===== config.mk =====
export PLATFORM = sky130hd
export DESIGN_NAME = ddc_rx_top
export DESIGN_NICKNAME = d
export VERILOG_FILES = /design/src/common/ddc_pkg.sv /design/src/design/rx_input.sv /design/src/mixer/nco_mixer.sv /design/src/decim/cic_decimator.sv /design/src/usb/sample_fifo.sv /design/src/usb/fx2_writer.sv /design/src/design/ddc_rx_top.sv
export SDC_FILE = /design/constraint.sdc
export NUM_CORES = 2
export LEC_CHECK = 0
export ABC_AREA = 1
export BUFFER_PORTS_ARGS = -buffer_cell sky130_fd_sc_hd__buf_2
export CORE_ASPECT_RATIO = 0.5
export CORE_UTILIZATION = 43
export DETAILED_ROUTE_END_ITERATION = 8
export PLACE_DENSITY = 0.69
export SYNTH_ARGS = -nofsm -noshare
export SYNTH_HDL_FRONTEND = slang
export SYNTH_SLANG_ARGS = --single-unit

===== constraint.sdc =====
create_clock -name ENC_CLK -period 9 [get_ports ENC_CLK]
set_clock_uncertainty 0.1 [all_clocks]
set_input_delay 1.8 -clock ENC_CLK [delete_from_list [all_inputs] [get_ports ENC_CLK]]
set_output_delay 1.8 -clock ENC_CLK [all_outputs]
set_load 0.02 [all_outputs]

===== src/common/ddc_pkg.sv =====
package ddc_pkg;

	localparam int ADC_W          = 16;
	localparam int PHASE_W        = 32;
	localparam int CORDIC_STAGES  = 16;     // also the rotator latency
	localparam int DEC_RATE       = 16;
	localparam int CIC_STAGES     = 3;
	localparam int CIC_W          = 28;     // 16 in + 3 x log2(16) growth
	localparam int FIFO_DEPTH     = 16;     // in I/Q pairs
	localparam int STARTUP_CYCLES = 64;

	localparam logic [6:0] FREQ_ADDR = 7'h01;
	localparam logic [1:0] EP_ADDR   = 2'b10;   // EP6 on the bridge

	// derived counter widths and terminal counts
	localparam int STARTUP_W = $clog2(STARTUP_CYCLES);
	localparam logic [STARTUP_W-1:0] STARTUP_LAST = STARTUP_W'(STARTUP_CYCLES - 1);
	localparam int DEC_W = $clog2(DEC_RATE);
	localparam logic [DEC_W-1:0] DEC_LAST = DEC_W'(DEC_RATE - 1);
	localparam int FIFO_AW = $clog2(FIFO_DEPTH);

	typedef struct packed {
		logic [6:0]         addr;
		logic [PHASE_W-1:0] data;
		logic               stb;    // one cycle per write
	} reg_wr_t;

	typedef struct packed {
		logic signed [ADC_W-1:0] i;
		logic signed [ADC_W-1:0] q;
	} iq_sample_t;

	// atan(2^-k) with a full turn = 2^16
	localparam logic [15:0] atan_table [CORDIC_STAGES] = '{
		16'd8192, 16'd4836, 16'd2555, 16'd1297,
		16'd651,  16'd326,  16'd163,  16'd81,
		16'd41,   16'd20,   16'd10,   16'd5,
		16'd3,    16'd1,    16'd1,    16'd0
	};

endpackage


===== src/design/rx_input.sv =====
`timescale 1ns/10ps

module rx_input (
	input  logic                           ENC_CLK,
	input  logic                           i_arst_n,
	input  logic [ddc_pkg::ADC_W-1:0]      i_da,
	input  ddc_pkg::reg_wr_t               i_reg,
	output logic [ddc_pkg::ADC_W-1:0]      o_adc,
	output logic [ddc_pkg::PHASE_W-1:0]    o_freq,
	output logic                           o_run
);

	logic [ddc_pkg::STARTUP_W-1:0] hold_cnt;    // startup hold-off
	logic                          freq_hit;

	// only the frequency register lives here
	assign freq_hit = i_reg.stb && (i_reg.addr == ddc_pkg::FREQ_ADDR);

	// hold-off, run latches high and stays there
	always_ff @(posedge ENC_CLK or negedge i_arst_n) begin
		if (!i_arst_n) begin
			hold_cnt <= '0;
			o_run    <= 1'b0;
		end else if (!o_run) begin
			hold_cnt <= hold_cnt + 1'b1;
			if (hold_cnt == ddc_pkg::STARTUP_LAST)
				o_run <= 1'b1;  // 64th edge after release
		end
	end

	// adc word buffered every clock
	always_ff @(posedge ENC_CLK) begin
		o_adc <= i_da;
	end

	// frequency word, writes to other addresses ignored
	always_ff @(posedge ENC_CLK or negedge i_arst_n) begin
		if (!i_arst_n)
			o_freq <= '0;
		else if (freq_hit)
			o_freq <= i_reg.data;
	end

	// datapath enable must be monotonic after startup
	a_run_sticky: assert property (
		@(posedge ENC_CLK) disable iff (!i_arst_n)
		o_run |=> o_run
	) else $error("rx_input: run dropped after startup");

endmodule


===== src/mixer/nco_mixer.sv =====
`timescale 1ns/10ps

module nco_mixer (
	input  logic                                ENC_CLK,
	input  logic                                i_arst_n,
	input  logic                                i_run,
	input  logic signed [ddc_pkg::ADC_W-1:0]    i_adc,
	input  logic [ddc_pkg::PHASE_W-1:0]         i_freq,
	output ddc_pkg::iq_sample_t                 o_iq
);

	logic [ddc_pkg::PHASE_W-1:0]         phase_acc;
	logic [15:0]                         ph;          // top 16 phase bits
	logic signed [ddc_pkg::ADC_W+1:0]    adc_ext;     // two guard bits for gain
	logic signed [ddc_pkg::ADC_W+1:0]    x_q [ddc_pkg::CORDIC_STAGES+1];
	logic signed [ddc_pkg::ADC_W+1:0]    y_q [ddc_pkg::CORDIC_STAGES+1];
	logic signed [15:0]                  z_q [ddc_pkg::CORDIC_STAGES];
	logic [ddc_pkg::CORDIC_STAGES:0]     vld;         // vld[k] tracks x_q[k]

	assign ph      = phase_acc[ddc_pkg::PHASE_W-1 -: 16];
	assign adc_ext = i_adc;     // sign extend

	// phase accumulator and valid pipe, both held clear while not running
	always_ff @(posedge ENC_CLK or negedge i_arst_n) begin
		if (!i_arst_n) begin
			phase_acc <= '0;
			vld       <= '0;
		end else if (!i_run) begin
			phase_acc <= '0;
			vld       <= '0;
		end else begin
			phase_acc <= phase_acc + i_freq;
			vld       <= {vld[ddc_pkg::CORDIC_STAGES-1:0], 1'b1};
		end
	end

	// quadrant pre-rotation of (adc, 0) by -90 deg steps
	always_ff @(posedge ENC_CLK) begin
		case (ph[15:14])
			2'b00: begin
				x_q[0] <= adc_ext;
				y_q[0] <= '0;
			end
			2'b01: begin    // -90
				x_q[0] <= '0;
				y_q[0] <= -adc_ext;
			end
			2'b10: begin    // -180
				x_q[0] <= -adc_ext;
				y_q[0] <= '0;
			end
			default: begin  // -270, i.e. +90
				x_q[0] <= '0;
				y_q[0] <= adc_ext;
			end
		endcase
		z_q[0] <= {2'b00, ph[13:0]};    // residual in [0, 90) deg
	end

	// shift-add stages, each turns clockwise while residual is positive
	for (genvar s = 0; s < ddc_pkg::CORDIC_STAGES; s++) begin : g_stage
		always_ff @(posedge ENC_CLK) begin
			if (z_q[s][15]) begin   // overshot, swing back
				x_q[s+1] <= x_q[s] - (y_q[s] >>> s);
				y_q[s+1] <= y_q[s] + (x_q[s] >>> s);
			end else begin
				x_q[s+1] <= x_q[s] + (y_q[s] >>> s);
				y_q[s+1] <= y_q[s] - (x_q[s] >>> s);
			end
		end

		// last stage has no residual to pass on
		if (s < ddc_pkg::CORDIC_STAGES - 1) begin : g_z
			always_ff @(posedge ENC_CLK) begin
				if (z_q[s][15])
					z_q[s+1] <= z_q[s] + $signed(ddc_pkg::atan_table[s]);
				else
					z_q[s+1] <= z_q[s] - $signed(ddc_pkg::atan_table[s]);
			end
		end
	end

	// halve on the way out, gain 1.647 -> ~0.823
	// zeros until the pipe is full so the CICs never see stale data
	assign o_iq = vld[ddc_pkg::CORDIC_STAGES] ?
		ddc_pkg::iq_sample_t'{
			i: x_q[ddc_pkg::CORDIC_STAGES][ddc_pkg::ADC_W:1],
			q: y_q[ddc_pkg::CORDIC_STAGES][ddc_pkg::ADC_W:1]
		} : '0;

endmodule


===== src/decim/cic_decimator.sv =====
`timescale 1ns/10ps

module cic_decimator (
	input  logic                               ENC_CLK,
	input  logic                               i_arst_n,
	input  logic                               i_run,
	input  logic signed [ddc_pkg::ADC_W-1:0]   i_x,
	output logic signed [ddc_pkg::ADC_W-1:0]   o_y,
	output logic                               o_stb
);

	logic signed [ddc_pkg::CIC_W-1:0] integ [ddc_pkg::CIC_STAGES];
	logic signed [ddc_pkg::CIC_W-1:0] dly   [ddc_pkg::CIC_STAGES];     // comb delays, M=1
	logic signed [ddc_pkg::CIC_W-1:0] comb  [ddc_pkg::CIC_STAGES+1];   // comb[0] is integ out
	logic [ddc_pkg::DEC_W-1:0]        rate_cnt;
	logic                             tick;     // decimated-rate enable

	assign tick    = (rate_cnt == ddc_pkg::DEC_LAST);
	assign comb[0] = integ[ddc_pkg::CIC_STAGES-1];

	// comb chain is combinational, sampled only on tick
	for (genvar k = 0; k < ddc_pkg::CIC_STAGES; k++) begin : g_comb
		assign comb[k+1] = comb[k] - dly[k];
	end

	always_ff @(posedge ENC_CLK or negedge i_arst_n) begin
		if (!i_arst_n) begin
			rate_cnt <= '0;
			o_stb    <= 1'b0;
			o_y      <= '0;
			for (int k = 0; k < ddc_pkg::CIC_STAGES; k++) begin
				integ[k] <= '0;
				dly[k]   <= '0;
			end
		end else if (!i_run) begin     // held clear until startup
			rate_cnt <= '0;
			o_stb    <= 1'b0;
			o_y      <= '0;
			for (int k = 0; k < ddc_pkg::CIC_STAGES; k++) begin
				integ[k] <= '0;
				dly[k]   <= '0;
			end
		end else begin
			rate_cnt <= rate_cnt + 1'b1;    // wraps at DEC_RATE
			o_stb    <= tick;
			integ[0] <= integ[0] + ddc_pkg::CIC_W'(i_x);   // sign-extended
			for (int k = 1; k < ddc_pkg::CIC_STAGES; k++)
				integ[k] <= integ[k] + integ[k-1];
			if (tick) begin
				for (int k = 0; k < ddc_pkg::CIC_STAGES; k++)
					dly[k] <= comb[k];
				// R^N = 2^12, top bits give unity DC gain
				o_y <= comb[ddc_pkg::CIC_STAGES][ddc_pkg::CIC_W-1 -: ddc_pkg::ADC_W];
			end
		end
	end

endmodule


===== src/usb/sample_fifo.sv =====
`timescale 1ns/10ps

module sample_fifo (
	input  logic                ENC_CLK,
	input  logic                i_arst_n,
	input  logic                i_wr,
	input  ddc_pkg::iq_sample_t i_data,
	input  logic                i_rd,
	output ddc_pkg::iq_sample_t o_data,
	output logic                o_empty,
	output logic                o_full
);

	ddc_pkg::iq_sample_t          mem [ddc_pkg::FIFO_DEPTH];
	logic [ddc_pkg::FIFO_AW-1:0]  wr_ptr;
	logic [ddc_pkg::FIFO_AW-1:0]  rd_ptr;
	logic [ddc_pkg::FIFO_AW:0]    fill;     // 0..FIFO_DEPTH
	logic                         wr_en;
	logic                         rd_en;

	assign wr_en   = i_wr && !o_full;   // overflow drops the pair
	assign rd_en   = i_rd && !o_empty;
	assign o_empty = (fill == '0);
	assign o_full  = fill[ddc_pkg::FIFO_AW];  // depth is a power of two
	assign o_data  = mem[rd_ptr];             // head word visible before pop

	always_ff @(posedge ENC_CLK) begin
		if (wr_en)
			mem[wr_ptr] <= i_data;
	end

	always_ff @(posedge ENC_CLK or negedge i_arst_n) begin
		if (!i_arst_n) begin
			wr_ptr <= '0;
			rd_ptr <= '0;
			fill   <= '0;
		end else begin
			if (wr_en) wr_ptr <= wr_ptr + 1'b1;
			if (rd_en) rd_ptr <= rd_ptr + 1'b1;
			case ({wr_en, rd_en})
				2'b10:   fill <= fill + 1'b1;
				2'b01:   fill <= fill - 1'b1;
				default: ;      // both or neither
			endcase
		end
	end

	a_no_underrun: assert property (@(posedge ENC_CLK) disable iff (!i_arst_n)
		i_rd |-> !o_empty) else $error("sample_fifo: pop while empty");
	a_overflow: assert property (@(posedge ENC_CLK) disable iff (!i_arst_n)
		!(i_wr && o_full)) else $warning("sample_fifo: full, pair dropped");

endmodule


===== src/usb/fx2_writer.sv =====
`timescale 1ns/10ps

module fx2_writer (
	input  logic                         ENC_CLK,
	input  logic                         i_arst_n,
	input  logic                         i_empty,
	input  ddc_pkg::iq_sample_t          i_pair,
	input  logic                         i_flagb_n,     // low = endpoint full
	output logic                         o_rd,
	output logic [ddc_pkg::ADC_W-1:0]    o_fd,
	output logic                         o_slwr_n
);

	logic                        send_i;    // Q on the bus now, I goes next
	logic [ddc_pkg::ADC_W-1:0]   i_word;

	// pair start only from idle, with data and room at the bridge
	assign o_rd = !send_i && !i_empty && i_flagb_n;

	always_ff @(posedge ENC_CLK or negedge i_arst_n) begin
		if (!i_arst_n) begin
			send_i   <= 1'b0;
			o_slwr_n <= 1'b1;
			o_fd     <= '0;
		end else if (send_i) begin
			o_fd     <= i_word;     // I always finishes, flag ignored
			o_slwr_n <= 1'b0;
			send_i   <= 1'b0;
		end else if (o_rd) begin
			o_fd     <= i_pair.q;   // Q first
			o_slwr_n <= 1'b0;
			send_i   <= 1'b1;
		end else begin
			o_slwr_n <= 1'b1;
		end
	end

	always_ff @(posedge ENC_CLK) begin
		if (o_rd)
			i_word <= i_pair.i;
	end

	// a Q word only goes out if the bridge had room when the pair began
	a_q_after_room: assert property (@(posedge ENC_CLK) disable iff (!i_arst_n)
		(send_i && !o_slwr_n) |-> $past(i_flagb_n))
		else $error("fx2_writer: Q written into a full endpoint");

endmodule


===== src/design/ddc_rx_top.sv =====
`timescale 1ns/10ps

module ddc_rx_top (
	input  logic                          ENC_CLK,
	input  logic                          i_arst_n,
	input  logic [ddc_pkg::ADC_W-1:0]     i_da,
	input  ddc_pkg::reg_wr_t              i_reg,
	output logic [ddc_pkg::PHASE_W-1:0]   o_freq,
	output logic [ddc_pkg::ADC_W-1:0]     o_fd,
	output logic                          o_slwr_n,
	output logic [1:0]                    o_fifo_adr,
	input  logic                          i_flagb_n
);

	logic [ddc_pkg::ADC_W-1:0]          adc;
	logic                               run;
	ddc_pkg::iq_sample_t                mix_iq;      // baseband at full rate
	logic signed [ddc_pkg::ADC_W-1:0]   dec_i;
	logic signed [ddc_pkg::ADC_W-1:0]   dec_q;
	logic                               dec_stb;     // cic_q strobes on the same clock
	ddc_pkg::iq_sample_t                dec_pair;
	ddc_pkg::iq_sample_t                fifo_pair;
	logic                               fifo_rd;
	logic                               fifo_empty;

	assign o_fifo_adr = ddc_pkg::EP_ADDR;
	assign dec_pair   = ddc_pkg::iq_sample_t'{i: dec_i, q: dec_q};

	rx_input u_rx_input (.ENC_CLK, .i_arst_n, .i_da, .i_reg,
		.o_adc(adc), .o_freq, .o_run(run));

	nco_mixer u_nco_mixer (.ENC_CLK, .i_arst_n, .i_run(run),
		.i_adc(adc), .i_freq(o_freq), .o_iq(mix_iq));

	cic_decimator cic_i (.ENC_CLK, .i_arst_n, .i_run(run),
		.i_x(mix_iq.i), .o_y(dec_i), .o_stb(dec_stb));

	// started together with cic_i so its strobe goes unused
	cic_decimator cic_q (.ENC_CLK, .i_arst_n, .i_run(run),
		.i_x(mix_iq.q), .o_y(dec_q), .o_stb());

	sample_fifo u_sample_fifo (.ENC_CLK, .i_arst_n, .i_wr(dec_stb), .i_data(dec_pair),
		.i_rd(fifo_rd), .o_data(fifo_pair), .o_empty(fifo_empty), .o_full());

	fx2_writer u_fx2_writer (.ENC_CLK, .i_arst_n, .i_empty(fifo_empty),
		.i_pair(fifo_pair), .i_flagb_n, .o_rd(fifo_rd), .o_fd, .o_slwr_n);

endmodule


==> flow_summary.json <==
{
  "postCtsSetupBuffers": 0,
  "cp-startpoint": "cic_q.comb[84]",
  "pin_count": 110,
  "grt_use_total_pct": 19.6,
  "die-area_um2": 263000,
  "ys.flop_type": "dfxtp_1",
  "avgSynthCellArea_um2": 8.59,
  "clock_latency_ns": 0.87,
  "drc": 0,
  "n_fill_cell": 24600,
  "floorplan.die.height_um": 363,
  "critPathKind": "reg2reg",
  "worstRegToRegCells": 31,
  "worst_pin_slew_ns": 1.22,
  "grt_max_degree": 207,
  "r2r_end": "cic_q.o_y[13]",
  "rows": 132,
  "setup_ws_ns": 3.38,
  "wl_per_cell_um": 15.7,
  "final_antenna_net_count": 0,
  "grt_pass1_wl_mm": 429,
  "worstPathRequired_ns": 9.64,
  "fin_tns_setup_ns": 0,
  "place_area_um2": 117000,
  "grt_antenna_before_repair": 1,
  "cts_resized": 0,
  "clock-root-buffer": "clkbuf_16",
  "drtPass1Iterations": 5,
  "finalCritPeriodShare_pct": 62.4,
  "hold_path_class": "reg2reg",
  "hold_start": "u_nco_mixer.z_q[1][1]",
  "power-per-cell-area_nw_per_um2": 318,
  "hold_depth": 0,
  "crit_family": "compound AO/OA/AOI/OAI gates",
  "clkTransAtPathRegs_ns": 0.06,
  "layout_common_cells": "nand2_1 (2252), inv_1 (1361), a21oi_1 (1203), ha_1 (1162), nor2_1 (1084)",
  "async_flop_share_pct": 26.3,
  "drive_gt1_share_pct": 5.17,
  "fp.dieW_um": 724,
  "synth-seq-area-share_pct": 40.9,
  "syn-cell-area_um2": 112000,
  "yosys_warnings": 0,
  "htree_num_levels": 4,
  "synth_seq_cells": 1884,
  "portBuffers": 107,
  "cts_buffers": 181,
  "gp_congestion": 0.900,
  "area_delta_synth_final_pct": 9.66,
  "crit_top_cell": "nand2_1",
  "endpoint_kind": "flop",
  "r2r_setup_slack_ns": 3.38,
  "final_common_cell": "nand2_1",
  "drv_slew": 0,
  "initialDrtViolationCount": 6017,
  "grt_pass1_vias": 85100,
  "setup_violations": 0,
  "maxCapViolCount": 0,
  "start_util_pct": 43.2,
  "clock-sinks": 1884,
  "pre_cts_ws_ns": 3.45,
  "synth_edf_count": 564,
  "via_per_inst": 5.23,
  "antennaDiodeCount": 0,
  "vias": 87900,
  "cts_tree": "yes",
  "critPathMaxStageDelay_ns": 0.41,
  "period_needed_ns": 5.62,
  "core_area_um2": 259000,
  "overflow": 0,
  "hold_buffers": 0,
  "ys_types": 79,
  "relSlewSlack_pct": 18.5,
  "timing.rr.start": "cic_q.comb[84]",
  "slowest_stage": "fa_1",
  "rsz0062_at_grt": "no",
  "critPathBufInv": 4,
  "irDropWorstVdd_v": 0.000235,
  "drt_wl_total_mm": 264,
  "worstPathArrival_ns": 6.26,
  "nNetsFinal": 14500,
  "hold_ws_ns": 0.227,
  "finalHoldViolations": 0,
  "critPathMaxFanout": 5,
  "synth_cells": 13000,
  "hold_end": "u_nco_mixer.z_q[2][1]",
  "fmax_mhz": 178,
  "start_kind": "flop",
  "fin_area_um2": 123000,
  "p_leak_nw": 56.0,
  "place_hpwl_mm": 193,
  "finalCoreUtilization_pct": 47.4,
  "outcome": "completed",
  "ctsLongestPathBuffers": 4
}
## per-layer routing
metal | track usage, % | vias to the layer above | part of all wire (%)
met3 | 2.48 | 465 | 4.6
met2 | 34.1 | 1779 | 47
met5 | 0 | - | 0
li1 | - | 44600 | -
met4 | 5.35 | 0 | 2.6
met1 | 25.5 | 41100 | 46
## power by group
group / internal [mW] / switching, mW / leakage, nW
Sequential: 10.6 / 1.40 / 17.7
Combinational: 7.47 / 11.5 / 35.3
Clock: 4.61 / 3.40 / 3.00
## stage by stage
step	instances	power (mW)
after floorplan	13100	26.6
after global placement	16500	30.8
after detailed placement	16500	31.1
after CTS	16800	39.3
after global routing	16800	42.4
final	16800	39.1
## synth_stat cells, types with 6 or more instances
cell | n | share of area [%]
nand2_1 | 2254 | 7.6
inv_1 | 1364 | 4.6
a21oi_1 | 1203 | 5.4
ha_1 | 1162 | 13
nor2_1 | 1102 | 3.7
o21ai_0 | 985 | 4.4
xor2_1 | 854 | 6.7
dfxtp_1 | 824 | 15
edfxtp_1 | 564 | 15
dfrtp_1 | 495 | 11
nand3_1 | 471 | 2.1
xnor2_1 | 255 | 2.0
clkbuf_1 | 191 | 0.64
nor3_1 | 129 | 0.58
nand4_1 | 96 | 0.54
o221ai_1 | 82 | 0.64
o22ai_1 | 81 | 0.45
o21ai_2 | 74 | 0.58
a31oi_1 | 73 | 0.41
o21ai_1 | 69 | 0.31
a21o_1 | 63 | 0.42
fa_1 | 57 | 1.0
o211ai_1 | 55 | 0.37
a21boi_1 | 52 | 0.35
o21bai_1 | 50 | 0.34
o31ai_1 | 47 | 0.32
mux2_2 | 34 | 0.34
nor4_1 | 33 | 0.18
o21a_1 | 31 | 0.21
buf_2 | 30 | 0.13
a21boi_0 | 21 | 0.14
o2111ai_1 | 21 | 0.16
nor3_2 | 19 | 0.17
or2_2 | 16 | 0.089
buf_1 | 15 | 0.050
a21oi_2 | 14 | 0.11
a211oi_1 | 13 | 0.087
a21boi_2 | 13 | 0.13
nand3b_1 | 12 | 0.080
a221oi_1 | 9 | 0.070
and2_1 | 9 | 0.050
clkinv_1 | 9 | 0.030
nand2_2 | 9 | 0.050
nand3_2 | 6 | 0.054
o41ai_1 | 6 | 0.047
## worst max-delay path by stage
stage                                to  slack [ns]  cells past startpoint
after floorplan           cic_q.o_y[13]        4.36                     31
after global placement    cic_q.o_y[13]        3.47                     31
after detailed placement  cic_q.o_y[13]        3.45                     31
after CTS                 cic_q.o_y[13]        3.42                     31
after global routing      cic_q.o_y[13]        2.80                     31
final                     cic_q.o_y[13]        3.38                     31
## layout make-up
| type | instances | area [µm²] | share of cell area (%) |
|---|---|---|---|
| flip-flops and latches | 1884 | 45900 | 37.3 |
| well taps | 3484 | 4360 | 3.55 |
| repair buffers | 160 | 968 | 0.789 |
| multi-input cells | 9571 | 60300 | 49.1 |
| inverters | 1377 | 5180 | 4.22 |
| clock buffers | 245 | 5180 | 4.22 |
| clock inverters | 80 | 971 | 0.791 |
## cells by family (layout without fill, tap and decap cells)
kind of cell / count (synthesis) / in the layout / share of synthesized area, %
XOR/XNOR: 1112 / 1112 / 8.72
other: 2 / 38 / 0.00671
multiplexers: 34 / 34 / 0.342
flip-flops: 1884 / 1884 / 40.9
AO/OA/AOI/OAI: 2997 / 2997 / 15.2
adder cells (fa/ha/maj): 1219 / 1219 / 14.0
buffers and inverters: 1619 / 1862 / 5.48
AND/OR/NAND/NOR: 4171 / 4171 / 15.3
## flip-flops by register name, summed over array words and instances, names as in the netlist, 56 cells and up
name / count
cic_q.dly: 84
cic_i.dly: 84
u_nco_mixer.y_q: 304
u_nco_mixer.z_q: 237
cic_i.integ: 56
cic_q.integ: 56
u_nco_mixer.x_q: 303
u_sample_fifo.mem: 512
Power figures use the tool's default switching activity.
